`config.mk`:
```
export PLATFORM = sky130hd
export DESIGN_NAME = table_access
export DESIGN_NICKNAME = d
export VERILOG_FILES = /design/src/hdl/route_pkg.sv /design/src/hdl/table_access.sv
export SDC_FILE = /design/constraint.sdc
export NUM_CORES = 1
export LEC_CHECK = 0
export BUFFER_PORTS_ARGS = -buffer_cell sky130_fd_sc_hd__buf_2
export CAP_MARGIN = 10
export CORE_ASPECT_RATIO = 1.25
export CORE_UTILIZATION = 42
export DETAILED_ROUTE_END_ITERATION = 8
export PLACE_DENSITY = 0.78
export SLEW_MARGIN = 5
export SYNTH_ARGS = -nofsm -noshare
export SYNTH_HDL_FRONTEND = slang
export SYNTH_SLANG_ARGS = --single-unit
```
`constraint.sdc`:
```
create_clock -name vclk -period 2.4
set_input_delay 0.24 -clock vclk [all_inputs]
set_output_delay 0.24 -clock vclk [all_outputs]
set_load 0.01 [all_outputs]
```
`src/hdl/route_pkg.sv`:
```
`default_nettype none

package route_pkg;

	// one table word, byte addressed at even addresses
	typedef logic [15:0] word_t;

	// forwarding packet as handed over by the parser
	typedef struct packed {
		word_t source_id;
		word_t battery_stat;
		word_t q_value;
		word_t cluster_id;
	} fwd_pkt_t;

	// routing table layout, byte addresses
	parameter word_t KNOWN_SINKS_BASE      = 16'h008;
	parameter word_t NBR_ID_BASE           = 16'h048;
	parameter word_t CLUSTER_BASE          = 16'h0C8;
	parameter word_t BATTERY_BASE          = 16'h148;
	parameter word_t QVALUE_BASE           = 16'h1C8;
	parameter word_t SINK_IDS_BASE         = 16'h248; // 16 bytes per neighbor
	parameter word_t KNOWN_SINK_COUNT_ADDR = 16'h688;
	parameter word_t NBR_COUNT_ADDR        = 16'h68A;
	parameter word_t NBR_SINK_COUNT_BASE   = 16'h68E;

	// table capacity
	parameter word_t MAX_NEIGHBORS = 16'd64;
	parameter word_t MAX_SINKS     = 16'd8; // one sink slot holds 8 ids

	// which table location the engine addresses
	typedef enum logic [3:0] {
		rg_nbr_count,
		rg_known_sink_count,
		rg_known_sink,     // indexed by k
		rg_nbr_id,         // by n
		rg_battery,
		rg_qvalue,
		rg_cluster,
		rg_sink_id,        // by n and k
		rg_nbr_sink_count
	} region_t;

	// source of the word written to the table
	typedef enum logic [2:0] {
		ws_battery,
		ws_qvalue,
		ws_source_id,
		ws_cluster,
		ws_rd_word,        // word read in the previous cycle
		ws_sink_k,
		ws_nbr_count_inc
	} wsel_t;

endpackage

`default_nettype wire

```
`src/hdl/table_access.sv`:
```
`timescale 1ns/1ps
`default_nettype none

module table_access (
	input  route_pkg::region_t  region,
	input  route_pkg::wsel_t    wsel,
	input  route_pkg::word_t    n,
	input  route_pkg::word_t    k,
	input  route_pkg::word_t    nbr_count_inc,
	input  route_pkg::fwd_pkt_t pkt_q,
	input  route_pkg::word_t    rd_word,
	output route_pkg::word_t    addr,
	output route_pkg::word_t    wdata
);

	route_pkg::word_t n2;   // word offset of neighbor n
	route_pkg::word_t k2;
	route_pkg::word_t slot; // start of neighbor n's sink slot

	assign n2 = {n[14:0], 1'b0};
	assign k2 = {k[14:0], 1'b0};
	assign slot = route_pkg::SINK_IDS_BASE + {n[11:0], 4'b0000};

	always_comb begin
		case (region)
			route_pkg::rg_nbr_count:        addr = route_pkg::NBR_COUNT_ADDR;
			route_pkg::rg_known_sink_count: addr = route_pkg::KNOWN_SINK_COUNT_ADDR;
			route_pkg::rg_known_sink:       addr = route_pkg::KNOWN_SINKS_BASE + k2;
			route_pkg::rg_nbr_id:           addr = route_pkg::NBR_ID_BASE + n2;
			route_pkg::rg_battery:          addr = route_pkg::BATTERY_BASE + n2;
			route_pkg::rg_qvalue:           addr = route_pkg::QVALUE_BASE + n2;
			route_pkg::rg_cluster:          addr = route_pkg::CLUSTER_BASE + n2;
			route_pkg::rg_sink_id:          addr = slot + k2;
			route_pkg::rg_nbr_sink_count:   addr = route_pkg::NBR_SINK_COUNT_BASE + n2;
			default:                        addr = route_pkg::NBR_COUNT_ADDR;
		endcase
	end

	always_comb begin
		case (wsel)
			route_pkg::ws_battery:       wdata = pkt_q.battery_stat;
			route_pkg::ws_qvalue:        wdata = pkt_q.q_value;
			route_pkg::ws_source_id:     wdata = pkt_q.source_id;
			route_pkg::ws_cluster:       wdata = pkt_q.cluster_id;
			route_pkg::ws_rd_word:       wdata = rd_word;
			route_pkg::ws_sink_k:        wdata = k; // k has reached the sink count here
			route_pkg::ws_nbr_count_inc: wdata = nbr_count_inc;
			default:                     wdata = '0;
		endcase
	end

endmodule

`default_nettype wire

```
======== Yosys cells after proc, flatten, opt, wreduce, memory -nomap -nowiden ========
Index checks and enable logic that the tools add are counted.
word-level totals
  register bits ........................... 0
  bits in latches ......................... 0
  memory bits (writable) .................. 0
  memory bits (read-only) ................. 0
  output and inout bits ................... 32
  memories ................................ 0
operators by class
  add/subtract/negate cells ............... 8
  $mul .................................... 0
  div/mod/pow operators ................... 0
  magnitude comparators ................... 0
  equal/unequal tests ..................... 14
  shift-type cells ........................ 0
  muxes and demuxes ....................... 2
  bitwise logic cells ..................... 0
  reduce and logical (&&, ||, !) cells .... 1
operator list
  kind                                            number
  one-hot mux 16 bit (8 select lines)             1
  one-hot mux 16 bit (7 select lines)             1
  adder 9 x 16 -> 16 bit (first input constant)   2
  adder 10 x 16 -> 16 bit (first input constant)  1
  adder 11 x 16 -> 16 bit (first input constant)  1
  adder 16 bit                                    1
  adder 4 x 16 -> 16 bit (first input constant)   1
  adder 7 x 16 -> 16 bit (first input constant)   1
  adder 8 x 16 -> 16 bit (first input constant)   1
  == test 4 x 3 -> 1 bit (second input constant)  4
  == test 3 bit (second input constant)           3
  == test 4 x 2 -> 1 bit (second input constant)  2
  == test 3 x 2 -> 1 bit (second input constant)  2
  == test 4 x 1 -> 1 bit (second input constant)  1
  == test 4 bit (second input constant)           1
  == test 3 x 1 -> 1 bit (second input constant)  1
  zero test 3 bit                                 1

======== Logic depth before layout (Yosys ltp) ========
  depth after elaboration ................. 3
  depth in mapped cells ................... 11
  mapped depth without buffers ............ 10

======== Worst setup path before layout ========
OpenSTA, ideal clock, no wires.
  path type ............................... input to output
  start point ............................. input port n[5]
  end point ............................... output port addr[15]
  arrival time ............................ 2,415 ps
  data required time ...................... 2,160 ps
  slack ................................... -255 ps
  cell stages on the path ................. 11
  cells stage by stage .................... clkbuf_1 > inv_1 > ha_1 > inv_1 > ha_1 > o21ai_0 > nand2b_1 > o31a_4 > nand4_1 > and4_1 > or4_1
on the way
  word-level cells in the longest chain between the ends .. 3
  elaborated cells on any way between the ends .. 8
  those cells by class .................... add/sub: 7; mux: 1
ends and longest elaborated chain
  what                                     line                source
  from (decl)                              table_access.sv:7   input route_pkg::word_t n,
  adder 10 x 16 -> 16 bit                  table_access.sv:22  assign slot = route_pkg::SINK_IDS_BASE + {n[11:0], 4'b0000};
  adder 16 bit                             table_access.sv:33  route_pkg::rg_sink_id: addr = slot + k2;
  one-hot mux 16 bit (8 select lines) (*)  table_access.sv:25  case (region)
  to (decl)                                table_access.sv:12  output route_pkg::word_t addr,
Every way passes the cells marked *; elsewhere a longest branch is shown, timed or not.

======== Worst setup path in the final report ========
  start point ............................. input port k[5]
  end point ............................... output port addr[15]
on the way
  word-level cells in the longest chain between the ends .. 2
  elaborated cells on any way between the ends .. 3
  those cells by class .................... add/sub: 2; mux: 1
ends and longest elaborated chain
  what                                                    line                                    source
  from (decl)                                             table_access.sv:8                       input route_pkg::word_t k,
  adder 16 bit or adder 4 x 16 -> 16 bit (tied branches)  table_access.sv:33, table_access.sv:28
  one-hot mux 16 bit (8 select lines) (*)                 table_access.sv:25
Marked as above.

==> metrics.txt <==
# clk buffers 0; WL met2 between 6000 and 7000 um; Setup crit start kind input port; Final WS setup -0.250 ns; slowest stage delay, CP 0.53 ns; initial antenna violation count 0; first-pass GRT wire length 18600 um; Avg Inst Size Synth 6.86 um2; minimum clock period after layout 2.65 ns; P_leak ~0.0022 uW; Die ar. 7010 um2; ant diodes 0; crit path cell chain buf_8 > inv_4 > ha_4 > inv_4 > ha_4 > o211ai_1 > o21ai_2 > o31a_4 > nand4_1 > and4_1 > or4_4 > buf_6; measured slew at the worst slew-check pin between 0.5 and 0.6 ns; commonest non-fill, non-tap cell in the layout buf_2; Area growth syn-to-layout 61.8%; Comb power frac 1.000; sw frac 0.487; CTS Hold Buffers Added 0; core area ~6300 um2; routed vias/inst about 5.8; hold slack final 0.813 ns; PwrDens about 240 nW/um2; Max Fanout on Critical Path 2; sequential area share after synthesis 0; FFs & Latches 0; DR WL met3 between 900 and 1000 um; most frequent cells in the layout buf_2, buf_4, nor2_1, a21oi_1, xnor2_1; cell count after synthesis roughly 400; status finished, violations left; max-cap violation count 0; final worst path period share 1.10; net load switching power ~520 uW; Worst path slowest cell or4_4; Critical Path Sink addr[15]; TritonRoute pass-1 iters 5; Power Total 1070 uW; crit path capture type output pin; GP Congestion between 0.9 and 1; RSZ-0062 raised after global routing yes; Initial Utilization 0.443; Post-Route Utilization 0.717; Post-Syn Area approximately 2800 um2; total gr overflow 0; syn nets about 570; non-filler cells, final 707; I/O Pins around 170; VDD IR-drop max approximately 0.16 mV; routed metal-1 wirelength approximately 4400 um; Cell Int Power 550 uW; Post-Route WL 12000 um; HP Class in -> out; final max-slew violation count 0; kind of critical path in -> out; DRT iter0 DRCs about 270; Die Height between 90 and 100 um; Via Count roughly 4100; total track usage 0.344; FP Rows 32; fmax ~0.38 GHz; wire per inst 16.9 um; Slew HR 0.660; number of remaining DRC errors 0; layout cells sized above 1 0.482; Placed Cells roughly 700; remaining antenna violation count 0; vias in the first global route ~4000; final hold vios 0; max layer used met4; buffers added on ports approximately 170; sequential cell area 0 um2; largest net degree at the start of global routing 29; Fill cells roughly 530; share of power burned in registers 0; failing checks negative setup slack; Detailed Place HPWL around 9600 um; CP required between 2 and 2.5 ns; Critical Path AT around 2.4 ns; Final nets about 790; Final setup viols 6; Die W around 75 um; Clock power frac 0; multi-input logic area roughly 2800 um2; synth unique cells 57; Warnings, synthesis 0; worst setup path startpoint k[5]
==> kinds of logic (layout without fill, tap and decap cells) <==
group,after synthesis,after routing,share of synthesized area
compound gates,145,145,0.335
xor+xnor,34,34,0.106
fa+ha+maj,29,29,0.132
buf+inv,48,261,0.0700
mux,34,34,0.150
other cells,1,1,0.00134
simple gates,118,118,0.205
==> per-stage QoR <==
stage	cell area, um2	setup WS, ns	TNS [ns]
CTS	4460	-0.202	-0.774
global route	4540	-0.303	-1.64
finish	4540	-0.250	-1.08
floorplan	2840	0.00962	0
global placement	4180	-0.327	-1.35
detailed placement	4180	-0.413	-2.01
==> power by group through the flow <==
| stage | clock network [uW] | registers [uW] | logic [uW] |
|---|---|---|---|
| global route | 0 | 0 | 1160 |
| floorplan | 0 | 0 | 512 |
| detailed placement | 0 | 0 | 917 |
| CTS | 0 | 0 | 1010 |
| global placement | 0 | 0 | 895 |
| finish | 0 | 0 | 1070 |
==> timing repair <==
item / CTS / global route
setup buffers: 8 / 3
endpoints found under the setup margin: 8 / 9
pin swaps: 27 / 23
gates resized for setup: 35 / 19
==> worst min-delay path by stage <==
| stage | startpoint | depth (start not counted) | end | slack (ns) |
|---|---|---|---|---|
| floorplan | n[0] | 1 | addr[1] | 0.56 |
| global placement | k[15] | 4 | wdata[15] | 0.81 |
| detailed placement | k[15] | 4 | wdata[15] | 0.81 |
| CTS | k[15] | 4 | wdata[15] | 0.81 |
| global route | k[15] | 4 | wdata[15] | 0.85 |
| finish | k[15] | 4 | wdata[15] | 0.81 |
==> area by class of cell <==
class,instances,share of cell area
inverters,18,0.0171
multi-input cells,361,0.628
well taps,85,0.0234
repair buffers,243,0.332
==> synth_stat cells (all sizes together), types with 8 or more instances <==
library cell	instances	area share
a21oi	41	0.073
nor2b	9	0.020
nand3	8	0.014
nand2	20	0.027
inv	18	0.024
a22oi	17	0.045
buf	15	0.026
o21ai	33	0.060
xor2	10	0.031
clkbuf	15	0.020
a31oi	10	0.025
ha	28	0.12
mux2i	15	0.054
nor2	48	0.064
xnor2	24	0.075
mux2	14	0.056
==> critical path: cells and delay by family <==
kind / cells / cell delay [ns]
AND/OR/NAND/NOR: 3 / 0.88
AO/OA/AOI/OAI: 3 / 0.48
buffers and inverters: 4 / 0.28
adder cells (fa/ha/maj): 2 / 0.52
==> layer usage <==
metal	up-vias	global-route usage
met5	-	0
met4	0	0.129
met1	1865	0.392
met3	53	0.0356
li1	1957	-
met2	249	0.638
No activity file was read; power rests on OpenSTA's default activity.
