### src/hdl/route_pkg.sv
`default_nettype none

package route_pkg;

	// one table word, byte addressed at even addresses
	typedef logic [15:0] word_t;

	// forwarding packet as handed over by the parser
	typedef struct packed {
		word_t source_id;
		word_t battery_stat;
		word_t q_value;
		word_t cluster_id;
	} fwd_pkt_t;

	// routing table layout, byte addresses
	parameter word_t KNOWN_SINKS_BASE      = 16'h008;
	parameter word_t NBR_ID_BASE           = 16'h048;
	parameter word_t CLUSTER_BASE          = 16'h0C8;
	parameter word_t BATTERY_BASE          = 16'h148;
	parameter word_t QVALUE_BASE           = 16'h1C8;
	parameter word_t SINK_IDS_BASE         = 16'h248; // 16 bytes per neighbor
	parameter word_t KNOWN_SINK_COUNT_ADDR = 16'h688;
	parameter word_t NBR_COUNT_ADDR        = 16'h68A;
	parameter word_t NBR_SINK_COUNT_BASE   = 16'h68E;

	// table capacity
	parameter word_t MAX_NEIGHBORS = 16'd64;
	parameter word_t MAX_SINKS     = 16'd8; // one sink slot holds 8 ids

	// which table location the engine addresses
	typedef enum logic [3:0] {
		rg_nbr_count,
		rg_known_sink_count,
		rg_known_sink,     // indexed by k
		rg_nbr_id,         // by n
		rg_battery,
		rg_qvalue,
		rg_cluster,
		rg_sink_id,        // by n and k
		rg_nbr_sink_count
	} region_t;

	// source of the word written to the table
	typedef enum logic [2:0] {
		ws_battery,
		ws_qvalue,
		ws_source_id,
		ws_cluster,
		ws_rd_word,        // word read in the previous cycle
		ws_sink_k,
		ws_nbr_count_inc
	} wsel_t;

endpackage

`default_nettype wire

### src/hdl/scan_counters.sv
`timescale 1ns/1ps
`default_nettype none

module scan_counters (
	input  logic             clock,
	input  logic             nrst,
	input  route_pkg::word_t rd_word,
	input  logic             load_nbr_count,
	input  logic             load_sink_count,
	input  logic             clr_n,
	input  logic             inc_n,
	input  logic             clr_k,
	input  logic             inc_k,
	output route_pkg::word_t n,
	output route_pkg::word_t k,
	output route_pkg::word_t nbr_count_inc,
	output logic             n_end,
	output logic             k_end,
	output logic             full
);

	route_pkg::word_t nbr_count;
	route_pkg::word_t sink_count;

	always_ff @(posedge clock) begin
		if (!nrst) begin
			n <= '0;
			k <= '0;
			nbr_count <= '0;
			sink_count <= '0;
		end else begin
			if (load_nbr_count)
				nbr_count <= rd_word;
			// a longer known-sink list would overrun the per-neighbor slot
			if (load_sink_count)
				sink_count <= (rd_word > route_pkg::MAX_SINKS) ? route_pkg::MAX_SINKS : rd_word;
			if (clr_n)
				n <= '0;
			else if (inc_n)
				n <= n + 16'd1;
			if (clr_k)
				k <= '0;
			else if (inc_k)
				k <= k + 16'd1;
		end
	end

	assign n_end = (n == nbr_count);
	assign k_end = (k == sink_count);
	assign full = (nbr_count >= route_pkg::MAX_NEIGHBORS);
	assign nbr_count_inc = nbr_count + 16'd1;

endmodule

`default_nettype wire

### config.mk
export PLATFORM = sky130hd
export DESIGN_NAME = scan_counters
export DESIGN_NICKNAME = d
export VERILOG_FILES = /design/src/hdl/route_pkg.sv /design/src/hdl/scan_counters.sv
export SDC_FILE = /design/constraint.sdc
export NUM_CORES = 1
export LEC_CHECK = 0
export BUFFER_PORTS_ARGS = -buffer_cell sky130_fd_sc_hd__buf_2
export CAP_MARGIN = 20
export CORE_ASPECT_RATIO = 0.7
export CORE_MARGIN = 10
export CORE_UTILIZATION = 39
export DETAILED_ROUTE_END_ITERATION = 10
export MAX_ROUTING_LAYER = met4
export PLACE_DENSITY_LB_ADDON = 0.08
export SLEW_MARGIN = 30
export SYNTH_ARGS = -nofsm -noshare
export SYNTH_HDL_FRONTEND = slang
export SYNTH_SLANG_ARGS = --single-unit
### constraint.sdc
create_clock -name clock -period 2 [get_ports clock]
set_clock_uncertainty 0.2 [all_clocks]
set_input_delay 0.2 -clock clock [delete_from_list [all_inputs] [get_ports clock]]
set_output_delay 0.2 -clock clock [all_outputs]
set_load 0.02 [all_outputs]
* Yosys cells after proc, flatten, opt, wreduce, memory -nomap -nowiden
Cells that the tools add are included.
** Storage, ports and cells
- Bits of input ports :: 24
- Output and inout bits :: 51
- Logic and storage cells :: 15
- Register bits :: 64
** Cells by class
- Equality and inequality tests :: 2
- Reductions and logical operators :: 2
- Add/sub/neg operators :: 3
- Bitwise operators :: 1
- Magnitude comparators :: 2
- Muxes and demuxes :: 1
** Operators by type and width (count)
- 16-bit by 1-bit adder with 16-bit output (second input constant) :: 3
- 16-bit == test :: 2
- 16-bit by 7-bit greater-or-equal comparator with 1-bit output (second input constant) :: 1
- 16-bit by 4-bit greater-than comparator with 1-bit output (second input constant) :: 1
- 16-bit 2-to-1 mux :: 1
- 2-bit OR reduction :: 2
- 1-bit NOT :: 1

* Depth between registers and ports, before layout
Gate-level depths: netlist of the first run.
- Word-level depth :: 2
- Gate-level depth with buffers :: 5
- Mapped depth without buffers :: 5

* Least setup slack after synthesis of the first run
OpenSTA, ideal clock, no wires.
- Path kind :: register to output
- Start :: register k[4]
- End :: output port k_end
- Data arrival time :: 1.602 ns
- Slack :: -0.002 ns
- Required time :: 1.600 ns
- Stages on the path, launching flop included :: 5
- Cells stage by stage :: dfxtp_1 clkbuf_1 xnor2_1 nand4_1 nor4_1
** Between the ends
- Word-level cells in the longest chain between the ends :: 1
** RTL lines
- start, declared :: RTL line scan_counters.sv:15 : output route_pkg::word_t k,
- start signal, assigned :: RTL line scan_counters.sv:44 : k <= k + 16'd1;
- 16-bit == test :: RTL line scan_counters.sv:49 : assign k_end = (k == sink_count);
- end, declared :: RTL line scan_counters.sv:18 : output logic k_end,
No other way between the ends.

* Worst setup path in the final report of the first run
- Start :: register nbr_count[6]
- End :: output port nbr_count_inc[11]
** Between the ends
- Word-level cells in the longest chain between the ends :: 1
** RTL lines
- start, declared :: RTL line scan_counters.sv:22 : route_pkg::word_t nbr_count;
- start signal, assigned :: RTL line scan_counters.sv:33 : nbr_count <= rd_word;
- 16-bit by 1-bit adder with 16-bit output :: RTL line scan_counters.sv:51 : assign nbr_count_inc = nbr_count + 16'd1;
- end, declared :: RTL line scan_counters.sv:16 : output route_pkg::word_t nbr_count_inc,
No other way between the ends.

==> results of run 1 <==
[layer usage]
| metal | part of all wire (%) | routed length (um) |
|---|---|---|
| met3 | 4.5 | 410 |
| met1 | 52 | 4740 |
| met4 | 1.1 | 102 |
| met5 | 0 | 0 |
| met2 | 42 | 3780 |
[registers in the layout, indices dropped and copies added (netlist names)]
signal	cells
nbr_count	16
k	16
sink_count	16
n	16
[through the flow]
step	area, um^2	total power, mW	hold WS, ns	std cells
floorplan	3210	1.52	0.131	346
global placement	3750	1.63	0.259	519
detailed placement	3750	1.63	0.256	519
CTS	4340	3.28	0.00131	555
global route	4430	3.36	0.0398	559
finish	4430	3.25	0.00943	559
[worst max-delay path: cells and delay by family, from the launching register on]
kind,cells,cell delay [ns]
DFF,1,0.36
buffers and inverters,1,0.17
and+or+nand+nor,3,0.59
xor gates and xnor gates,1,0.16
[cells by family after synthesis]
| logic type | count (synthesis) | share of synthesized area, % |
|---|---|---|
| AOI/OAI and AO/OA | 13 | 2.81 |
| xor gates and xnor gates | 72 | 19.7 |
| adders and majority gates | 4 | 1.56 |
| buffers and inverters | 28 | 3.64 |
| DFF | 64 | 40.0 |
| muxes | 18 | 5.63 |
| and+or+nand+nor | 147 | 26.6 |
[layout make-up]
cell class                      count  share of cell area, %
Tap cell                          101                   2.85
Clock buffer                       12                   6.02
Timing Repair Buffer              117                   17.1
Inverter                            8                  0.678
Sequential cell                    64                   29.9
Clock inverter                      3                  0.904
Multi-Input combinational cell    254                   42.5
[synthesized netlist by cell type]
| cell type | n |
|---|---|
| xor2_1 | 14 |
| buf_2 | 6 |
| and2_1 | 13 |
| and4_4 | 1 |
| nand3_1 | 12 |
| nand4_4 | 1 |
| a41o_1 | 1 |
| nor4_2 | 4 |
| and4_1 | 2 |
| mux2i_1 | 18 |
| nand2b_1 | 2 |
| and3_1 | 3 |
| nor3_1 | 8 |
| nand4_2 | 1 |
| or4b_1 | 1 |
| a22o_2 | 3 |
| nor3_2 | 2 |
| clkbuf_2 | 3 |
| nand2_1 | 11 |
| xnor2_1 | 58 |
| o21ai_0 | 4 |
| nor4_1 | 10 |
| clkbuf_1 | 11 |
| nor2b_1 | 18 |
| dfxtp_1 | 64 |
| a31oi_1 | 1 |
| nand4_1 | 18 |
| inv_1 | 8 |
| nand3_2 | 1 |
| a21oi_1 | 3 |
| nor2_1 | 35 |
| and2b_1 | 1 |
| or3_1 | 3 |
| a311oi_1 | 1 |
| ha_1 | 4 |
[cells in the final DEF, fill, tap and decap left out, drive strengths merged]
cell type,count
a22o,3
clkbuf,12
a31oi,1
nor2b,18
dlygate4sd3,16
xor2,14
ha,4
buf,101
clkinv,2
o21ai,4
and2b,1
a41o,1
nand3,13
dfxtp,64
nor3,10
inv,8
nand4,20
nand2b,2
a311oi,1
and2,13
or3,3
nor2,35
nand2,11
and3,3
a21oi,3
nor4,14
bufinv,1
or4b,1
xnor2,58
and4,3
mux2i,18
[how the worst min path moves through the flow]
stage               slack (ns)       endpoint            start  cells past startpoint
floorplan                 0.13  sink_count[0]       rd_word[0]                      1
global placement          0.26  sink_count[0]       rd_word[0]                      2
detailed placement        0.26  sink_count[0]       rd_word[0]                      2
CTS                      0.001           n[0]            inc_n                      3
global route              0.04  sink_count[3]  load_sink_count                      3
finish                   0.009           n[0]            inc_n                      3
[what timing repair did]
action / in CTS / in global routing
hold buffers: 16 / 0
buffers inserted: 5 / 4
setup endpoints to repair: 11 / 10
pin swaps: 7 / 11
gates resized for setup: 30 / 21
hold endpoints to repair: 20 / 0
[power groups by stage]
stage	logic [mW]	registers [mW]	clock network [mW]
floorplan	0.166	1.35	0
global placement	0.273	1.36	0
detailed placement	0.273	1.36	0
CTS	0.307	1.33	1.64
global route	0.345	1.33	1.69
finish	0.318	1.33	1.60
==> results.sh, run 1 <==
export IMPL_use_met1_pct=21.2
export IMPL_busiest_layer="met1"
export IMPL_relSlewSlack_pct=57.7
export IMPL_track_usage_pct=15.3
export IMPL_clockBufferDepth=2
export IMPL_slowest_delay_ns=0.36
export IMPL_cts_buffers=9
export IMPL_r2r_end="n[12]"
export IMPL_synthCells=346
export IMPL_rsz0062_at_grt="true"
export IMPL_fin_util_pct=55.8
export IMPL_final_antenna_net_count=0
export IMPL_synth_seq_area_share_pct=40.0
export IMPL_fmax_ghz=0.499
export IMPL_p_per_area_nw_per_um2=733
export IMPL_reg2reg_slack_ns=0.23
export IMPL_gp_congestion=0.846
export IMPL_cp_endpoint="nbr_count_inc[11]"
export IMPL_finalMaxSlewViolations=0
export IMPL_clk_latency_ns=0.33
export IMPL_firstDrtPassIters=4
export IMPL_fin_ws_ns=-0.00246
export IMPL_routed_via_count=2738
export IMPL_period_needed_ns=2.00
export IMPL_crit_type="reg -> out"
export IMPL_tightestPinTransition_ns=0.634
export IMPL_initial_core_util_pct=40.3
export IMPL_die_w_um=128
export IMPL_sw_frac_of_total_pct=22.8
export IMPL_yosysWarnings=0
export IMPL_hold_path_class="in -> reg"
export IMPL_avgSynthCellArea_um2=9.25
export IMPL_worstPathRequired_ns=1.60
export IMPL_synth_seq_cells=64
export IMPL_combPwrFrac_pct=9.8
export IMPL_totalNegativeSetupSlack_ns=-0.00246
export IMPL_multiInputGateArea_um2=1880
export IMPL_power_switching_uw=739
export IMPL_path_clk_slew_ns=0.05
export IMPL_p_leak_nw=1.82
export IMPL_die_h_um=95.8
export IMPL_max_cap_violations=0
export IMPL_drive_above_1_share_pct=35.2
export IMPL_violations="setup timing"
export IMPL_fin_nets=482
export IMPL_report_final_hold_viol_count=0
export IMPL_row_count=27
export IMPL_ff_latch_area_um2=1330
export IMPL_hpwl_mm=6.87
export IMPL_ir_drop_uv=517
export IMPL_synth_fp_nets=374
export IMPL_drc_errors=0
export IMPL_routedWlPerCell_um=16.2
export IMPL_synthToLayoutAreaGrowth_pct=38.4
export IMPL_timing_critical_path_fanout_max=5
export IMPL_crit_path_end_kind="output port"
export IMPL_use_met3_pct=4.34
export IMPL_fillers=732
export IMPL_h_tree_depth=3
export IMPL_critPathLaunchType="flop"
export IMPL_netlist_area_leader_share_pct=40.0
export IMPL_crit_chain="nand4_1, nor3_4, and3_1, xor2_1, buf_4"
export IMPL_finalCritPeriodShare_pct=100
export IMPL_drtIter0Drc=159
export IMPL_cts_tree="done"
export IMPL_r2r_cells=5
export IMPL_internal_power_mw=2.51
export IMPL_grt_pass1_vias=2640
export IMPL_grt_pass1_wl_mm=14.3
export IMPL_critPathArrivalTime_ns=1.60
export IMPL_regToRegStartpoint="n[0]"
export IMPL_fp_dieArea_um2=12300
export IMPL_place_ws_ns=0.130
export IMPL_synth_cell_type_count=35
export IMPL_use_met2_pct=20.5
export IMPL_cp_slowest_cell="dfxtp_4"
export IMPL_overflow=0
export IMPL_port_buffers=74
export IMPL_grt_max_degree=19
export IMPL_antenna_found_initial=0
export IMPL_yosys_top_cells_area="dfxtp_1 (40%), xnor2_1 (16%), mux2i_1 (5.6%)"
export IMPL_clock_sinks=64
export IMPL_synth_top_cell_by_area="dfxtp_1"
export IMPL_p_clk_share_pct=49.3
export IMPL_wirelength_mm=9.03
export IMPL_vias_per_cell=4.90
export IMPL_n_antenna_cell=0
export IMPL_setup_viol=1
export IMPL_pwr_share_seq_pct=40.9
export IMPL_root_buffer="clkbuf_16"
export IMPL_core_area_um2=7940
export IMPL_startpoint="nbr_count[6]"
export IMPL_num_io_pins=75
export IMPL_synthesis_area_um2=3200
export IMPL_run_status="complete, but fails checks"
Power figures use the tool's default switching activity.
==> run 2: changes to the inputs <==
- ABC_AREA: default -> 1
==> run 2 against run 1 <==
Against the previous run: the run now ends clean; sequential share of layout area shrank 1.3 points; power shrank 4.0%; global-route usage grew 0.48 points; synthesized cell count grew 43%; die area grew 5.7%; setup slack gained 0.043 ns; final area grew 4.0%; largest power group unchanged; highest routed layer unchanged.
==> results.sh, run 2 <==
export IMPL_run_status="complete, no violations"
export IMPL_crit_top_cell="buf_4"
export IMPL_clockBufferDepth=2
export IMPL_vias_per_cell=4.86
export IMPL_port_buffers=74
export IMPL_most_common_layout_cells="nand2_1 (91), buf_2 (68), inv_1 (64)"
export IMPL_grt_max_degree=23
export IMPL_setup_viol=0
export IMPL_critical_path_top_delay_family="flip-flops"
export IMPL_p_clk_share_pct=44.9
export IMPL_crit_chain="ha_4, nand2_2, nor2_4, buf_4, xor2_1, buf_4"
export IMPL_track_usage_pct=15.7
export IMPL_synthCells=496
export IMPL_clock_sinks=64
export IMPL_wirelength_mm=10.2
export IMPL_min_path_cells=3
export IMPL_r2r_cells=8
export IMPL_synth_cell_type_count=30
export IMPL_drive_above_1_share_pct=27.4
export IMPL_synth_seq_area_share_pct=37.4
export IMPL_drc_errors=0
export IMPL_period_needed_ns=1.96
export IMPL_synthesis_area_um2=3430
export IMPL_synth_top_family_by_area="simple AND/OR/NAND/NOR gates"
export IMPL_yosys_area_share_simple_pct=32.7
export IMPL_final_common_cell="nand2_1"
export IMPL_firstDrtPassIters=5
export IMPL_synthAdderAreaFrac_pct=1.46
export IMPL_die_w_um=132
export IMPL_fin_ws_ns=0.0408
export IMPL_row_count=28
export IMPL_timing_critical_path_fanout_max=4
export IMPL_combPwrFrac_pct=11.7
export IMPL_synthToLayoutAreaGrowth_pct=34.5
export IMPL_synth_seq_cells=64
export IMPL_internal_power_mw=2.34
export IMPL_antenna_found_initial=0
export IMPL_final_antenna_net_count=0
export IMPL_core_area_um2=8510
export IMPL_gp_congestion=0.925
export IMPL_finalCritPeriodShare_pct=98.0
export IMPL_fin_nets=632
export IMPL_h_tree_depth=3
export IMPL_yosys_most_used_dff="dfxtp_1"
export IMPL_routedWlPerCell_um=14.1
export IMPL_cts_buffers=9
export IMPL_yosysWarnings=0
export IMPL_finalPower_mw=3.11
export IMPL_initial_core_util_pct=40.2
export IMPL_totalNegativeSetupSlack_ns=0
export IMPL_ir_drop_uv=436
export IMPL_root_buffer="clkbuf_16"
export IMPL_synth_top_cell_by_area="dfxtp_1"
export IMPL_hpwl_mm=7.94
export IMPL_place_ws_ns=0.254
export IMPL_pwr_share_seq_pct=43.4
export IMPL_synthMuxAreaShare_pct=0
export IMPL_finalNonFillerCells=726
export IMPL_crit_type="reg -> out"
export IMPL_p_per_area_nw_per_um2=676
export IMPL_hold_path_class="in -> reg"
export IMPL_critPathArrivalTime_ns=1.56
export IMPL_cts_tree="done"
export IMPL_sw_frac_of_total_pct=24.7
export IMPL_crit_path_end_kind="output port"
export IMPL_relSlewSlack_pct=73.5
export IMPL_p_leak_nw=2.08
export IMPL_grt_pass1_vias=3141
export IMPL_synth_compound_area_share_pct=12.1
export IMPL_finalMaxSlewViolations=0
export IMPL_fmax_ghz=0.510
export IMPL_netlist_top_cells_count="nand2_1 (94), inv_1 (67), dfxtp_1 (64)"
export IMPL_cp_slowest_cell="dfxtp_2"
export IMPL_critPathLaunchType="flop"
export IMPL_fin_hold_ws_ns=0.0134
export IMPL_yosys_top_cells_area="dfxtp_1 (37%), nand2_1 (10%), inv_1 (7.3%)"
export IMPL_synthXorXnorAreaFrac_pct=7.41
export IMPL_netlist_area_leader_share_pct=37.4
export IMPL_report_final_hold_viol_count=0
export IMPL_power_switching_uw=770
export IMPL_worstPathRequired_ns=1.60
export IMPL_overflow=0
export IMPL_clk_latency_ns=0.32
export IMPL_fp_dieArea_um2=13000
export IMPL_yosys_cell_count_top_type="nand2_1"
export IMPL_slowest_delay_ns=0.36
export IMPL_die_h_um=98.4
export IMPL_path_clk_slew_ns=0.05
export IMPL_grt_pass1_wl_mm=16.4
export IMPL_place_inst=692
export IMPL_n_antenna_cell=0
export IMPL_num_io_pins=75
export IMPL_drtIter0Drc=292
export IMPL_synth_fp_nets=524
export IMPL_max_cap_violations=0
export IMPL_tightestPinTransition_ns=0.393
export IMPL_cp_num_cells=6
export IMPL_avgSynthCellArea_um2=6.91
export IMPL_async_flop_share_pct=0
export IMPL_synth_edf_count=0
export IMPL_routed_via_count=3525
export IMPL_path_buf_inv=2
-- run 2: per-stage QoR --
stage	utilization, %	instance area [um^2]
after global routing	54.1	4610
after CTS	52.2	4450
after floorplan	-	3430
after detailed placement	46.9	3990
final	54.1	4610
after global placement	46.9	3990
-- run 2: worst paths after layout --
path	from	end	slack, ns
min reg2reg	sink_count[15]	sink_count[15]	0.25
min	rd_word[13]	nbr_count[13]	0.01
max	nbr_count[0]	nbr_count_inc[4]	0.04
max reg2reg	n[1]	n[14]	0.36
-- run 2: metal layers --
layer | vias to the layer above | track usage [%] | routed length [um]
li1 | 1811 | - | -
met1 | 1590 | 22.9 | 5490
met2 | 115 | 20.7 | 4030
met3 | 9 | 4.21 | 631
met4 | 0 | 3.75 | 77
met5 | - | - | 0
-- run 2: cells by family after synthesis --
logic type	Yosys count
XOR/XNOR	29
adder cells (fa/ha/maj)	4
flip-flops	64
AO/OA/AOI/OAI	82
AND/OR/NAND/NOR	237
buffers and inverters	80
-- run 2: area by class of cell --
cell class,instances,area [um^2]
fill,847,3910
multi-input combinational,352,1920
sequential,64,1320
timing repair buffer,107,693
inverter,70,265
clock buffer,12,256
tap,120,150
clock inverter,1,5.00
-- run 2: timing repair --
item                                   CTS  global route
hold buffers                            18             0
setup endpoints to repair                7             9
buffers inserted                         0             3
gates resized for setup                  7            52
pin swaps                                0             7
endpoints found under the hold margin   23             0
-- run 2: power groups by stage --
stage          registers (mW)  logic, mW  clock network (mW)
5_1_grt                  1.35      0.402                1.49
3_5_place_dp             1.37      0.311                   0
4_1_cts                  1.34      0.342                1.43
2_1_floorplan            1.37      0.184                   0
3_3_place_gp             1.37      0.309                   0
6_report                 1.35      0.364                1.40
-- run 2: worst register-to-register path, delay by kind of cell, from the launching register on --
family	cells	cell delay, ns
fa+ha+maj	1	0.20
buf+inv	1	0.20
flops	1	0.46
simple gates	6	0.48
