### src/hdl/route_pkg.sv
`default_nettype none

package route_pkg;

	// one table word, byte addressed at even addresses
	typedef logic [15:0] word_t;

	// forwarding packet as handed over by the parser
	typedef struct packed {
		word_t source_id;
		word_t battery_stat;
		word_t q_value;
		word_t cluster_id;
	} fwd_pkt_t;

	// routing table layout, byte addresses
	parameter word_t KNOWN_SINKS_BASE      = 16'h008;
	parameter word_t NBR_ID_BASE           = 16'h048;
	parameter word_t CLUSTER_BASE          = 16'h0C8;
	parameter word_t BATTERY_BASE          = 16'h148;
	parameter word_t QVALUE_BASE           = 16'h1C8;
	parameter word_t SINK_IDS_BASE         = 16'h248; // 16 bytes per neighbor
	parameter word_t KNOWN_SINK_COUNT_ADDR = 16'h688;
	parameter word_t NBR_COUNT_ADDR        = 16'h68A;
	parameter word_t NBR_SINK_COUNT_BASE   = 16'h68E;

	// table capacity
	parameter word_t MAX_NEIGHBORS = 16'd64;
	parameter word_t MAX_SINKS     = 16'd8; // one sink slot holds 8 ids

	// which table location the engine addresses
	typedef enum logic [3:0] {
		rg_nbr_count,
		rg_known_sink_count,
		rg_known_sink,     // indexed by k
		rg_nbr_id,         // by n
		rg_battery,
		rg_qvalue,
		rg_cluster,
		rg_sink_id,        // by n and k
		rg_nbr_sink_count
	} region_t;

	// source of the word written to the table
	typedef enum logic [2:0] {
		ws_battery,
		ws_qvalue,
		ws_source_id,
		ws_cluster,
		ws_rd_word,        // word read in the previous cycle
		ws_sink_k,
		ws_nbr_count_inc
	} wsel_t;

endpackage

`default_nettype wire

### src/hdl/learn_costs_fsm.sv
`timescale 1ns/1ps
`default_nettype none

module learn_costs_fsm (
	input  logic                clock,
	input  logic                nrst,
	input  logic                start,
	input  route_pkg::fwd_pkt_t pkt,
	input  route_pkg::word_t    rd_word,
	input  logic                n_end,
	input  logic                k_end,
	input  logic                full,
	output route_pkg::region_t  region,
	output route_pkg::wsel_t    wsel,
	output logic                mem_we,
	output logic                load_nbr_count,
	output logic                load_sink_count,
	output logic                clr_n,
	output logic                inc_n,
	output logic                clr_k,
	output logic                inc_k,
	output route_pkg::fwd_pkt_t pkt_q,
	output route_pkg::word_t    rd_hold,
	output logic                done,
	output logic                reinit
);

	typedef enum logic [3:0] {
		st_idle,
		st_rd_nbr_count,
		st_rd_sink_count,
		st_scan,          // end check on n
		st_scan_rd,       // compare neighbor id n
		st_wr_id,
		st_wr_batt,
		st_rd_q,
		st_wr_q,
		st_wr_cluster,
		st_copy_chk,
		st_copy_rd,
		st_copy_wr,
		st_wr_sink_count,
		st_wr_nbr_count
	} state_t;

	state_t state;
	logic busy;
	logic accept;
	logic match;
	logic append;  // source not in table, new entry at n
	logic q_lower; // stored q below incoming, shown as reinit at the end

	assign busy = (state != st_idle);
	assign accept = start && !busy;
	assign match = (rd_word == pkt_q.source_id);

	// counter strobes, one cycle each
	assign load_nbr_count = (state == st_rd_nbr_count);
	assign clr_n = (state == st_rd_nbr_count);
	assign load_sink_count = (state == st_rd_sink_count);
	assign clr_k = (state == st_rd_sink_count);
	assign inc_n = (state == st_scan_rd) && !match;
	assign inc_k = (state == st_copy_wr);

	always_ff @(posedge clock) begin
		if (accept)
			pkt_q <= pkt;
		rd_hold <= rd_word; // known sink word for the following copy write
	end

	always_ff @(posedge clock) begin
		if (!nrst) begin
			state <= st_idle;
			region <= route_pkg::rg_nbr_count;
			wsel <= route_pkg::ws_rd_word;
			mem_we <= 1'b0;
			append <= 1'b0;
			q_lower <= 1'b0;
			done <= 1'b0;
			reinit <= 1'b0;
		end else begin
			case (state)
				st_idle: begin
					if (accept) begin
						done <= 1'b0;
						reinit <= 1'b0;
						append <= 1'b0;
						q_lower <= 1'b0;
						region <= route_pkg::rg_nbr_count;
						state <= st_rd_nbr_count;
					end
				end
				st_rd_nbr_count: begin
					region <= route_pkg::rg_known_sink_count;
					state <= st_rd_sink_count;
				end
				st_rd_sink_count: state <= st_scan;
				st_scan: begin
					region <= route_pkg::rg_nbr_id;
					if (!n_end) begin
						state <= st_scan_rd;
					end else if (full) begin
						done <= 1'b1; // no room, table untouched
						state <= st_idle;
					end else begin
						append <= 1'b1;
						wsel <= route_pkg::ws_source_id;
						mem_we <= 1'b1;
						state <= st_wr_id;
					end
				end
				st_scan_rd: begin
					if (match) begin
						region <= route_pkg::rg_battery;
						wsel <= route_pkg::ws_battery;
						mem_we <= 1'b1;
						state <= st_wr_batt;
					end else begin
						state <= st_scan;
					end
				end
				st_wr_id: begin
					region <= route_pkg::rg_battery;
					wsel <= route_pkg::ws_battery;
					state <= st_wr_batt;
				end
				st_wr_batt: begin
					region <= route_pkg::rg_qvalue;
					wsel <= route_pkg::ws_qvalue;
					if (append) begin
						state <= st_wr_q;
					end else begin
						mem_we <= 1'b0; // old q value is read first
						state <= st_rd_q;
					end
				end
				st_rd_q: begin
					q_lower <= (rd_word < pkt_q.q_value);
					mem_we <= 1'b1;
					state <= st_wr_q;
				end
				st_wr_q: begin
					if (append) begin
						region <= route_pkg::rg_cluster;
						wsel <= route_pkg::ws_cluster;
						state <= st_wr_cluster;
					end else begin
						mem_we <= 1'b0;
						state <= st_copy_chk;
					end
				end
				st_wr_cluster: begin
					mem_we <= 1'b0;
					state <= st_copy_chk;
				end
				st_copy_chk: begin
					if (k_end) begin
						region <= route_pkg::rg_nbr_sink_count;
						wsel <= route_pkg::ws_sink_k;
						mem_we <= 1'b1;
						state <= st_wr_sink_count;
					end else begin
						region <= route_pkg::rg_known_sink;
						state <= st_copy_rd;
					end
				end
				st_copy_rd: begin
					region <= route_pkg::rg_sink_id;
					wsel <= route_pkg::ws_rd_word;
					mem_we <= 1'b1;
					state <= st_copy_wr;
				end
				st_copy_wr: begin
					mem_we <= 1'b0;
					state <= st_copy_chk;
				end
				st_wr_sink_count: begin
					if (append) begin
						region <= route_pkg::rg_nbr_count;
						wsel <= route_pkg::ws_nbr_count_inc;
						state <= st_wr_nbr_count;
					end else begin
						mem_we <= 1'b0;
						done <= 1'b1;
						reinit <= q_lower;
						state <= st_idle;
					end
				end
				st_wr_nbr_count: begin
					mem_we <= 1'b0;
					done <= 1'b1; // new entry, reinit stays low
					state <= st_idle;
				end
				default: begin
					mem_we <= 1'b0;
					state <= st_idle;
				end
			endcase
		end
	end

endmodule

`default_nettype wire

### config.mk
export PLATFORM = sky130hd
export DESIGN_NAME = learn_costs_fsm
export DESIGN_NICKNAME = d
export VERILOG_FILES = /design/src/hdl/route_pkg.sv /design/src/hdl/learn_costs_fsm.sv
export SDC_FILE = /design/constraint.sdc
export NUM_CORES = 1
export LEC_CHECK = 0
export ABC_AREA = 0
export BUFFER_PORTS_ARGS = -buffer_cell sky130_fd_sc_hd__buf_2
export CAP_MARGIN = 0
export CORE_MARGIN = 2
export CORE_UTILIZATION = 35
export DETAILED_ROUTE_END_ITERATION = 7
export GPL_TIMING_DRIVEN = 0
export SYNTH_ARGS = -nofsm -noshare
export SYNTH_HDL_FRONTEND = slang
export SYNTH_SLANG_ARGS = --single-unit
### constraint.sdc
create_clock -name clock -period 4.4 [get_ports clock]
set_input_delay 0.22 -clock clock [delete_from_list [all_inputs] [get_ports clock]]
set_output_delay 0.22 -clock clock [all_outputs]
set_load 0.05 [all_outputs]
* After elaboration in Yosys (flattened, before gate mapping)
Index checks and enable logic that the tools add are counted.
** Word-level totals
- Flip-flop bits (word level) :: 96
- Input bits :: 86
- Output and inout port bits :: 96
- Word-level logic and storage cells :: 100
** Operators by class
- $lt $le $gt $ge :: 1
- Equal/unequal tests :: 25
- Mux-type cells :: 37
- Bitwise operators :: 1
- Reduce and logical (&&, ||, !) cells :: 23
** Operators by type and width (count)
- $pmux W4 S13 :: 1
- $pmux W4 S10 :: 1
- $mux W4 :: 8
- $mux W3 :: 10
- $eq A4 B4 Y1 const B :: 7
- $pmux W3 S8 :: 1
- $ne A2 B2 Y1 const B :: 10
- $eq A16 B16 Y1 :: 1
- $eq A4 B3 Y1 const B :: 4
- $lt A16 B16 Y1 :: 1
- $mux W1 :: 10
- $reduce_and A5 Y1 :: 2
- $reduce_bool A10 Y1 :: 1
- $eq A4 B2 Y1 const B :: 2
- $reduce_bool A4 Y1 :: 2
- $reduce_bool A8 Y1 :: 1
- $reduce_and A7 Y1 :: 1
- $pmux W1 S2 :: 3
- $pmux W1 S6 :: 1
- $reduce_and A6 Y1 :: 1
- $reduce_bool A2 Y1 :: 3
- $eq A4 B1 Y1 const B :: 1
- $logic_not A4 Y1 :: 1
- $pmux W1 S4 :: 1
- other kinds (10) :: 13

* Longest topological paths before layout
Gate-level depths: netlist of run 1.
- Depth after elaboration :: 5
- Gate-level depth with buffers :: 8
- Depth with buffers taken out :: 8

* Worst setup path before layout of run 1
OpenSTA, ideal clock, no wires.
- Path type :: reg2reg
- Start :: register state[3]
- End :: register pkt_q[0] (netlist bit) (enable)
- Library setup time :: 0.419 ns
- Data arrival time :: 2.083 ns
- Required time :: 3.981 ns
- Setup slack :: 1.898 ns
- Cell stages (with the launch flop) :: 5
- Path buffers :: 1
- Clock period less this slack :: 2.502 ns
- Path through :: dfxtp_1 -> buf_2 -> nor2_1 -> nand3_1 -> inv_1
** On the way
- Longest elaborated chain between the ends :: 3
** Ends and longest elaborated chain
- start, declared :: line learn_costs_fsm.sv:46 : state_t state;
- start signal, assigned :: line learn_costs_fsm.sv:73 : state <= st_idle;
- start signal, assigned :: line learn_costs_fsm.sv:90 : state <= st_rd_nbr_count;
- start signal, assigned :: line learn_costs_fsm.sv:95 : state <= st_rd_sink_count;
- $reduce_bool A4 Y1 :: line learn_costs_fsm.sv:53 : assign busy = (state != st_idle);
- $logic_not A1 Y1 :: line learn_costs_fsm.sv:54 : assign accept = start && !busy;
- $logic_and A1 B1 Y1 :: line learn_costs_fsm.sv:54
- net accept :: line learn_costs_fsm.sv:48 : logic accept;
- end signal, assigned :: line learn_costs_fsm.sv:67 : pkt_q <= pkt;
- end, declared :: line learn_costs_fsm.sv:22 : output route_pkg::fwd_pkt_t pkt_q,
The timed path passes the listed nets, and every way through them passes these cells.
A chain may end at the register's enable or synchronous reset.

* Final worst setup path of run 1
- Start :: input rd_word[4]
- End :: output inc_n
** On the way
- Longest elaborated chain between the ends :: 3
** Ends and longest elaborated chain
- start, declared :: line learn_costs_fsm.sv:9 : input route_pkg::word_t rd_word,
- $eq A16 B16 Y1 :: line learn_costs_fsm.sv:55 : assign match = (rd_word == pkt_q.source_id);
- $logic_not A1 Y1 :: line learn_costs_fsm.sv:62 : assign inc_n = (state == st_scan_rd) && !match;
- $logic_and A1 B1 Y1 :: line learn_costs_fsm.sv:62
- end, declared :: line learn_costs_fsm.sv:19 : output logic inc_n,
Every way passes these cells.

==> qor.json, run 1 <==
{
  "path_clk_slew": {"value": 100, "unit": "ps"},
  "synth_sequential_area_ratio": {"value": 65.64, "unit": "%"},
  "max_incr_delay_on_cp": {"value": 550, "unit": "ps"},
  "track_usage": {"value": 19.99, "unit": "%"},
  "antenna_left": {"value": 0},
  "synth_commonest_cells": {"value": "edfxtp_1, dfxtp_1, nand2_1"},
  "crit_buf_inv": {"value": 3},
  "critical_path.max_fanout": {"value": 3},
  "grt_antenna_before_repair": {"value": 0},
  "power.share.sequential": {"value": 48.8, "unit": "%"},
  "clock_power_share": {"value": 25.3, "unit": "%"},
  "critical_path.startpoint_type": {"value": "input port"},
  "first_global_vias": {"value": 3496},
  "detail_route.wl_per_cell": {"value": 16.19, "unit": "µm"},
  "max-cap-violations": {"value": 0},
  "timing.final.crit_period": {"value": 2280, "unit": "ps"},
  "io_buffers": {"value": 180},
  "finalSetupViolations": {"value": 0},
  "core.rowCount": {"value": 38},
  "cts_inserted_buffers": {"value": 9},
  "max_slew_margin": {"value": 66.58, "unit": "%"},
  "powerDensity": {"value": 379.5, "unit": "nW/µm²"},
  "worst_path_max_delay_cell": {"value": "dlygate4sd3_1"},
  "die_x": {"value": 109.6, "unit": "µm"},
  "area_growth": {"value": 47.50, "unit": "%"},
  "syn-num-nets": {"value": 410},
  "yosysWarningCount": {"value": 0},
  "critical_path_required": {"value": 4180, "unit": "ps"},
  "layout_cells_sized_above_1": {"value": 38.01, "unit": "%"},
  "worstMarginPinSlew": {"value": 500.5, "unit": "ps"},
  "dp_worst_setup_slack": {"value": 2229, "unit": "ps"},
  "post-route-worst-setup-slack": {"value": 2120, "unit": "ps"},
  "worst_hold_path_type": {"value": "input port to flip-flop"},
  "synth_edf_count": {"value": 64},
  "start_util": {"value": 36.01, "unit": "%"},
  "ys_types": {"value": 48},
  "yosysMostFrequentCell": {"value": "edfxtp_1"},
  "antenna-diode-count": {"value": 0},
  "mappedNetlistArea": {"value": 3904, "unit": "µm²"},
  "drt-vias-per-instance": {"value": 4.716},
  "ir_worst_vdd": {"value": 0.3191, "unit": "mV"},
  "switching_power": {"value": 0.0007466, "unit": "W"},
  "worstPathArrival": {"value": 2060, "unit": "ps"},
  "synth.area.top_cells": {"value": "edfxtp_1, dfxtp_1, ha_1, xnor2_1, nand2_1"},
  "switching_share": {"value": 34.16, "unit": "%"},
  "post-cts-setup-buffers": {"value": 0},
  "postSynthCellCount": {"value": 309},
  "netlist.top_cell.by_area": {"value": "edfxtp_1"},
  "clock-root-buffer": {"value": "clkbuf_8"},
  "finalClockSkew": {"value": 7.880, "unit": "ps"},
  "internal_power": {"value": 0.001439, "unit": "W"},
  "wire_length_of_the_first_global_routing_pass": {"value": 17730, "unit": "µm"},
  "drt_pass1_iterations": {"value": 4},
  "drc_errors": {"value": 0},
  "drtIter0Drc": {"value": 132},
  "timing.final.hold_violations": {"value": 0},
  "fmax": {"value": 438.5, "unit": "MHz"},
  "leakage": {"value": 2.522, "unit": "nW"},
  "sinks_on_the_clock_net": {"value": 96},
  "core-area": {"value": 10840, "unit": "µm²"},
  "num-nets-final": {"value": 659},
  "synthesis.area_per_instance": {"value": 12.63, "unit": "µm²"},
  "most_frequent_cell_on_critical_path": {"value": "buf_2"},
  "tritoncts": {"value": "built"},
  "io_pins": {"value": 182},
  "cts.path.max_buffers": {"value": 2},
  "path_class": {"value": "input port to primary output"},
  "maximum_number_of_pins_on_one_net_before_global_route_repair": {"value": 47},
  "synth.top_cell.area_share": {"value": 49.23, "unit": "%"},
  "globalRoute.totalOverflow": {"value": 0},
  "timing.final.crit_share": {"value": 51.83, "unit": "%"},
  "place_hpwl": {"value": 8291, "unit": "µm"},
  "yosys_register_bits": {"value": 96},
  "grt_setup_unrepaired": {"value": "no"},
  "die_area": {"value": 12010, "unit": "µm²"},
  "wirelength": {"value": 11380, "unit": "µm"},
  "setup-tns-final": {"value": 0, "unit": "ps"},
  "fillerInstances": {"value": 947},
  "routed-via-count": {"value": 3315},
  "async_reset_ff_share": {"value": 0, "unit": "%"},
  "worstPathCellList": {"value": "dlygate4sd3_1, buf_2, xnor2_1, nand4_1, nor4_4, nor2_1, buf_2"},
  "comb_power_share": {"value": 25.8, "unit": "%"},
  "clk_latency": {"value": 370, "unit": "ps"},
  "status": {"value": "complete, no violations"},
  "globalplace.congestion": {"value": 0.8792},
  "die_y": {"value": 109.6, "unit": "µm"},
  "end_kind": {"value": "primary output"},
  "critical_path.top_delay_family": {"value": "buffers and inverters"},
  "htreeDepth": {"value": 3},
  "yosys_most_used_dff": {"value": "edfxtp_1"},
  "final-max-slew-violation-count": {"value": 0}
}
power by group through the flow:
| stage | logic [W] | clock network, W | registers, W |
|---|---|---|---|
| floorplan | 0.000150 | 0 | 0.00131 |
| detailed placement | 0.000527 | 0 | 0.00109 |
| global route | 0.000603 | 0.000605 | 0.00107 |
| global placement | 0.000521 | 0 | 0.00109 |
| CTS | 0.000568 | 0.000577 | 0.00107 |
| finish | 0.000565 | 0.000554 | 0.00107 |
cells in the final DEF, fill, tap and decap left out, types with 3 or more instances in the layout:
cell,n
nand2_1,25
buf_2,187
o211ai_1,4
a31oi_1,4
nand2b_1,4
nand3_1,10
nor2b_1,6
dlygate4sd3_1,57
nand4_1,5
inv_1,16
mux2i_1,4
nor2_1,20
ha_1,15
clkbuf_1,6
xnor2_1,18
edfxtp_1,64
a21boi_0,4
a21oi_1,11
clkbuf_8,10
dfxtp_1,32
inv_2,3
o21ai_0,16
metal layers:
metal	wire length (µm)	global-route usage (%)	up-vias
met4	326	10.49	0
met1	4447	22.80	1525
met3	1041	6.580	22
met2	5565	33.33	154
li1	-	-	1614
met5	0	0	-
kinds of logic after synthesis:
| logic type | Yosys count | synth area share, % |
|---|---|---|
| buffers and inverters | 34 | 3.686 |
| AO/OA/AOI/OAI | 61 | 10.48 |
| flip-flops | 96 | 65.64 |
| multiplexers | 4 | 1.026 |
| adder cells (fa/ha/maj) | 15 | 4.808 |
| XOR/XNOR | 19 | 4.263 |
| AND/OR/NAND/NOR | 80 | 10.10 |
worst paths after layout:
kind / startpoint / to / slack (ps) / cells after the start
setup / recovery: rd_word[4] / inc_n / 2120 / 7
hold / removal: rd_word[12] / rd_hold[12]$_DFF_P_ / 10 / 1
setup reg to reg: state[3]$_SDFFE_PN0N_ / pkt_q[47]$_DFFE_PP_ / 2230 / 5
hold reg to reg: region[1]$_SDFFE_PN0P_ / region[1]$_SDFFE_PN0P_ / 460 / 2
state kept, by name, indices dropped and copies added, names as in the netlist:
register,count
q_lower,1
pkt_q,64
done,1
rd_hold,16
state,4
append,1
wsel,3
region,4
mem_we,1
reinit,1
per-stage QoR:
step / util (%) / cell area (µm²) / cells / total power (W) / hold WS, ps
after floorplan: - / 3904 / 309 / 0.001456 / 247.7
after global placement: 45.94 / 4980 / 629 / 0.001610 / 373.6
after detailed placement: 46.12 / 5000 / 630 / 0.001613 / 372.2
after CTS: 53.12 / 5758 / 703 / 0.002211 / 0.3217
after global routing: 53.12 / 5758 / 703 / 0.002282 / 0.9419
final: 53.12 / 5758 / 703 / 0.002185 / 14.90
cell type report:
class / count / area, µm² / share of cell area (%)
clock inverters: 6 / 50.05 / 0.8692
clock buffers: 10 / 137.6 / 2.390
flip-flops and latches: 96 / 2562 / 44.50
well taps: 140 / 175.2 / 3.042
plain buffers: 15 / 72.57 / 1.260
repair buffers: 238 / 1491 / 25.90
multi-input cells: 179 / 1197 / 20.80
inverters: 19 / 71.32 / 1.239
timing repair:
item | 4_1_cts | 5_1_grt
resized for setup | 0 | 0
endpoints found under the hold margin | 57 | 0
hold buffers | 57 | 0
No activity file was read; power rests on OpenSTA's default activity.
==> inputs of run 2 (changes only) <==
==> constraint.sdc (replaced) <==
create_clock -name clock -period 2.35 [get_ports clock]
set_input_delay 0.1175 -clock clock [delete_from_list [all_inputs] [get_ports clock]]
set_output_delay 0.1175 -clock clock [all_outputs]
set_load 0.05 [all_outputs]
==> run 2 against run 1 <==
Against the previous run: via count is 4.9% higher; non-clock buffer count grew 22; register-to-register slack got worse by 2000 ps; utilization grew 2.2 points.
==> qor.json, run 2 (synthesized netlist as in run 1, its figures left out) <==
{
  "status": {"value": "complete, no violations", "change": "unchanged"},
  "critical_path_required": {"value": 2230, "unit": "ps", "change": "was 4180 ps"},
  "drt-vias-per-instance": {"value": 4.785, "change": "was 4.716"},
  "mostFrequentLayoutCell": {"value": "buf_2", "change": "unchanged"},
  "area_growth": {"value": 53.53, "unit": "%", "change": "was 47.50%"},
  "die_y": {"value": 109.6, "unit": "µm", "change": "unchanged"},
  "registers.top_by_ff_count": {"value": "pkt_q", "change": "unchanged"},
  "path_class": {"value": "flip-flop to primary output", "change": "was input port to primary output"},
  "finalSetupViolations": {"value": 0, "change": "unchanged"},
  "layout_cells_sized_above_1": {"value": 36.80, "unit": "%", "change": "was 38.01%"},
  "timing.final.hold_violations": {"value": 0, "change": "unchanged"},
  "die_x": {"value": 109.6, "unit": "µm", "change": "unchanged"},
  "start_util": {"value": 36.01, "unit": "%", "change": "unchanged"},
  "globalplace.congestion": {"value": 0.8788, "change": "was 0.8792"},
  "cts_inserted_buffers": {"value": 9, "change": "unchanged"},
  "clock-root-buffer": {"value": "clkbuf_8", "change": "unchanged"},
  "detail_route.wl_per_cell": {"value": 16.39, "unit": "µm", "change": "was 16.19 µm"},
  "critical_path.max_fanout": {"value": 3, "change": "unchanged"},
  "grt_antenna_before_repair": {"value": 0, "change": "unchanged"},
  "final_cell_area": {"value": 5993, "unit": "µm²", "change": "was 5758 µm²"},
  "leakage": {"value": 2.597, "unit": "nW", "change": "was 2.522 nW"},
  "core.rowCount": {"value": 38, "change": "unchanged"},
  "drtIter0Drc": {"value": 111, "change": "was 132"},
  "critical_path.startpoint_type": {"value": "flip-flop", "change": "was input port"},
  "end_kind": {"value": "primary output", "change": "unchanged"},
  "timing.final.crit_share": {"value": 90.95, "unit": "%"},
  "powerDensity": {"value": 686.5, "unit": "nW/µm²", "change": "was 379.5 nW/µm²"},
  "final-max-slew-violation-count": {"value": 0, "change": "unchanged"},
  "timing.final.crit_period": {"value": 2137, "unit": "ps"},
  "final_cell_count_no_fill": {"value": 727, "change": "was 703"},
  "max-cap-violations": {"value": 0, "change": "unchanged"},
  "layout_common_cells": {"value": "buf_2, dlygate4sd3_1, edfxtp_1", "change": "was buf_2, edfxtp_1, dlygate4sd3_1"},
  "drt_pass1_iterations": {"value": 4, "change": "unchanged"},
  "first_global_vias": {"value": 3553, "change": "was 3496"},
  "cts.path.max_buffers": {"value": 2, "change": "unchanged"},
  "clk_latency": {"value": 370, "unit": "ps", "change": "about the same"},
  "dp_worst_setup_slack": {"value": -599.6, "unit": "ps", "change": "was 2229 ps"},
  "antenna-diode-count": {"value": 0, "change": "unchanged"},
  "overall_power": {"value": 0.004115, "unit": "W", "change": "was 0.002185 W"},
  "worst_path_max_delay_cell": {"value": "edfxtp_1", "change": "was dlygate4sd3_1"},
  "max_slew_margin": {"value": 52.47, "unit": "%", "change": "was 66.58%"},
  "critical_path.top_delay_family": {"value": "simple AND/OR/NAND/NOR gates", "change": "was buffers and inverters"},
  "grt_setup_unrepaired": {"value": "no", "change": "unchanged"},
  "num-nets-final": {"value": 683, "change": "was 659"},
  "layout_top_registers": {"value": "pkt_q (64), rd_hold (16)", "change": "unchanged"},
  "maximum_number_of_pins_on_one_net_before_global_route_repair": {"value": 33, "change": "was 47"},
  "fmax": {"value": 467.9, "unit": "MHz"},
  "globalRoute.totalOverflow": {"value": 0, "change": "unchanged"},
  "io_pins": {"value": 182, "change": "unchanged"},
  "htreeDepth": {"value": 3, "change": "unchanged"},
  "placed_cell_area": {"value": 4984, "unit": "µm²", "change": "was 5000 µm²"},
  "ir_worst_vdd": {"value": 0.4578, "unit": "mV", "change": "was 0.3191 mV"},
  "path_clk_slew": {"value": 100, "unit": "ps", "change": "about the same"},
  "tritoncts": {"value": "built", "change": "unchanged"},
  "die_area": {"value": 12010, "unit": "µm²", "change": "unchanged"},
  "wirelength": {"value": 11910, "unit": "µm", "change": "was 11380 µm"},
  "crit_buf_inv": {"value": 1, "change": "was 3"},
  "io_buffers": {"value": 180, "change": "unchanged"},
  "track_usage": {"value": 20.83, "unit": "%", "change": "was 19.99%"},
  "sinks_on_the_clock_net": {"value": 96, "change": "unchanged"},
  "largest_register_ffs": {"value": 64, "change": "unchanged"},
  "worstPathArrival": {"value": 2020, "unit": "ps", "change": "was 2060 ps"},
  "worstPathCellList": {"value": "xnor2_1, nand4_1, nor4_4, nor2_1, buf_2", "change": "was dlygate4sd3_1, buf_2, xnor2_1, nand4_1, nor4_4, nor2_1, buf_2"},
  "post-route-worst-setup-slack": {"value": 212.7, "unit": "ps", "change": "was 2120 ps"},
  "core-area": {"value": 10840, "unit": "µm²", "change": "unchanged"},
  "worst_hold_path_type": {"value": "input port to flip-flop", "change": "unchanged"},
  "place_hpwl": {"value": 8203, "unit": "µm", "change": "was 8291 µm"},
  "routed-via-count": {"value": 3479, "change": "was 3315"},
  "max_incr_delay_on_cp": {"value": 430, "unit": "ps", "change": "was 550 ps"},
  "dp.cells": {"value": 629, "change": "was 630"},
  "wire_length_of_the_first_global_routing_pass": {"value": 18290, "unit": "µm", "change": "was 17730 µm"},
  "finalClockSkew": {"value": 11.36, "unit": "ps", "change": "was 7.880 ps"},
  "drc_errors": {"value": 0, "change": "unchanged"},
  "antenna_left": {"value": 0, "change": "unchanged"},
  "worstMarginPinSlew": {"value": 711.4, "unit": "ps", "change": "was 500.5 ps"}
}
## run 2: cell count changes in the layout (fill, tap and decap cells not counted)
cell / delta
clkinv_8: +1
clkinv_2: -1
inv_2: -1
buf_12: -1
nand3_1: -1
inv_8: -1
nand3_2: +1
clkbuf_8: -1
clkinvlp_4: +5
dlygate4sd3_1: +23
## run 2: per-layer routing
metal / global-route usage [%] / routed length (µm) / vias up
li1: - / - / 1660
met1: 24.90 / 4770 / 1642
met2: 33.42 / 5751 / 151
met3: 7.587 / 1012 / 26
met4: 9.765 / 378 / 0
met5: 0 / 0 / -
## run 2: tightest hold or removal path, cell delays in order
cell and delay (ps):
buf_2 140, nand3_1 90, o22ai_1 80
## run 2: worst paths after layout
check                                           start                      to  slack [ps]  cells past startpoint
worst max-delay path              pkt_q[61]$_DFFE_PP_                   inc_n         210                      5
worst min-delay path                            k_end  region[3]$_SDFFE_PN0P_         110                      3
worst max register to register  state[3]$_SDFFE_PN0N_     pkt_q[31]$_DFFE_PP_         260                      4
worst min register to register   wsel[0]$_SDFFE_PN0P_    wsel[0]$_SDFFE_PN0P_         460                      2
## run 2: final cells by class
class	instances	area (µm²)
fillers	896	4847
flip-flops and latches	96	2562
repair buffers	260	1702
multi-input cells	179	1202
well taps	140	175.2
clock buffers	9	123.9
inverters	19	75.07
plain buffers	15	72.57
clock inverters	7	65.06
repair inverters	2	15.01
## run 2: timing repair
item                                    CTS  global route
resized for setup                         3             0
hold buffers                             80             0
hold endpoints to repair                 80             0
endpoints found under the setup margin   65             0
buffers inserted                          0             0
## run 2: power by group
group          total, W  internal [W]  switching (W)
sequential      0.00200       0.00195      0.0000460
combinational   0.00109      0.000335       0.000757
clock           0.00103      0.000402       0.000623
## run 2: per-stage QoR
stage | utilization (%) | setup TNS (ps) | hold slack (ps)
after detailed placement | 45.97 | -27490 | 272.0
after global routing | 55.29 | 0 | 112.9
after CTS | 55.29 | 0 | 82.57
after floorplan | - | 0 | 145.2
after global placement | 45.97 | -28270 | 271.5
final | 55.29 | 0 | 109.6
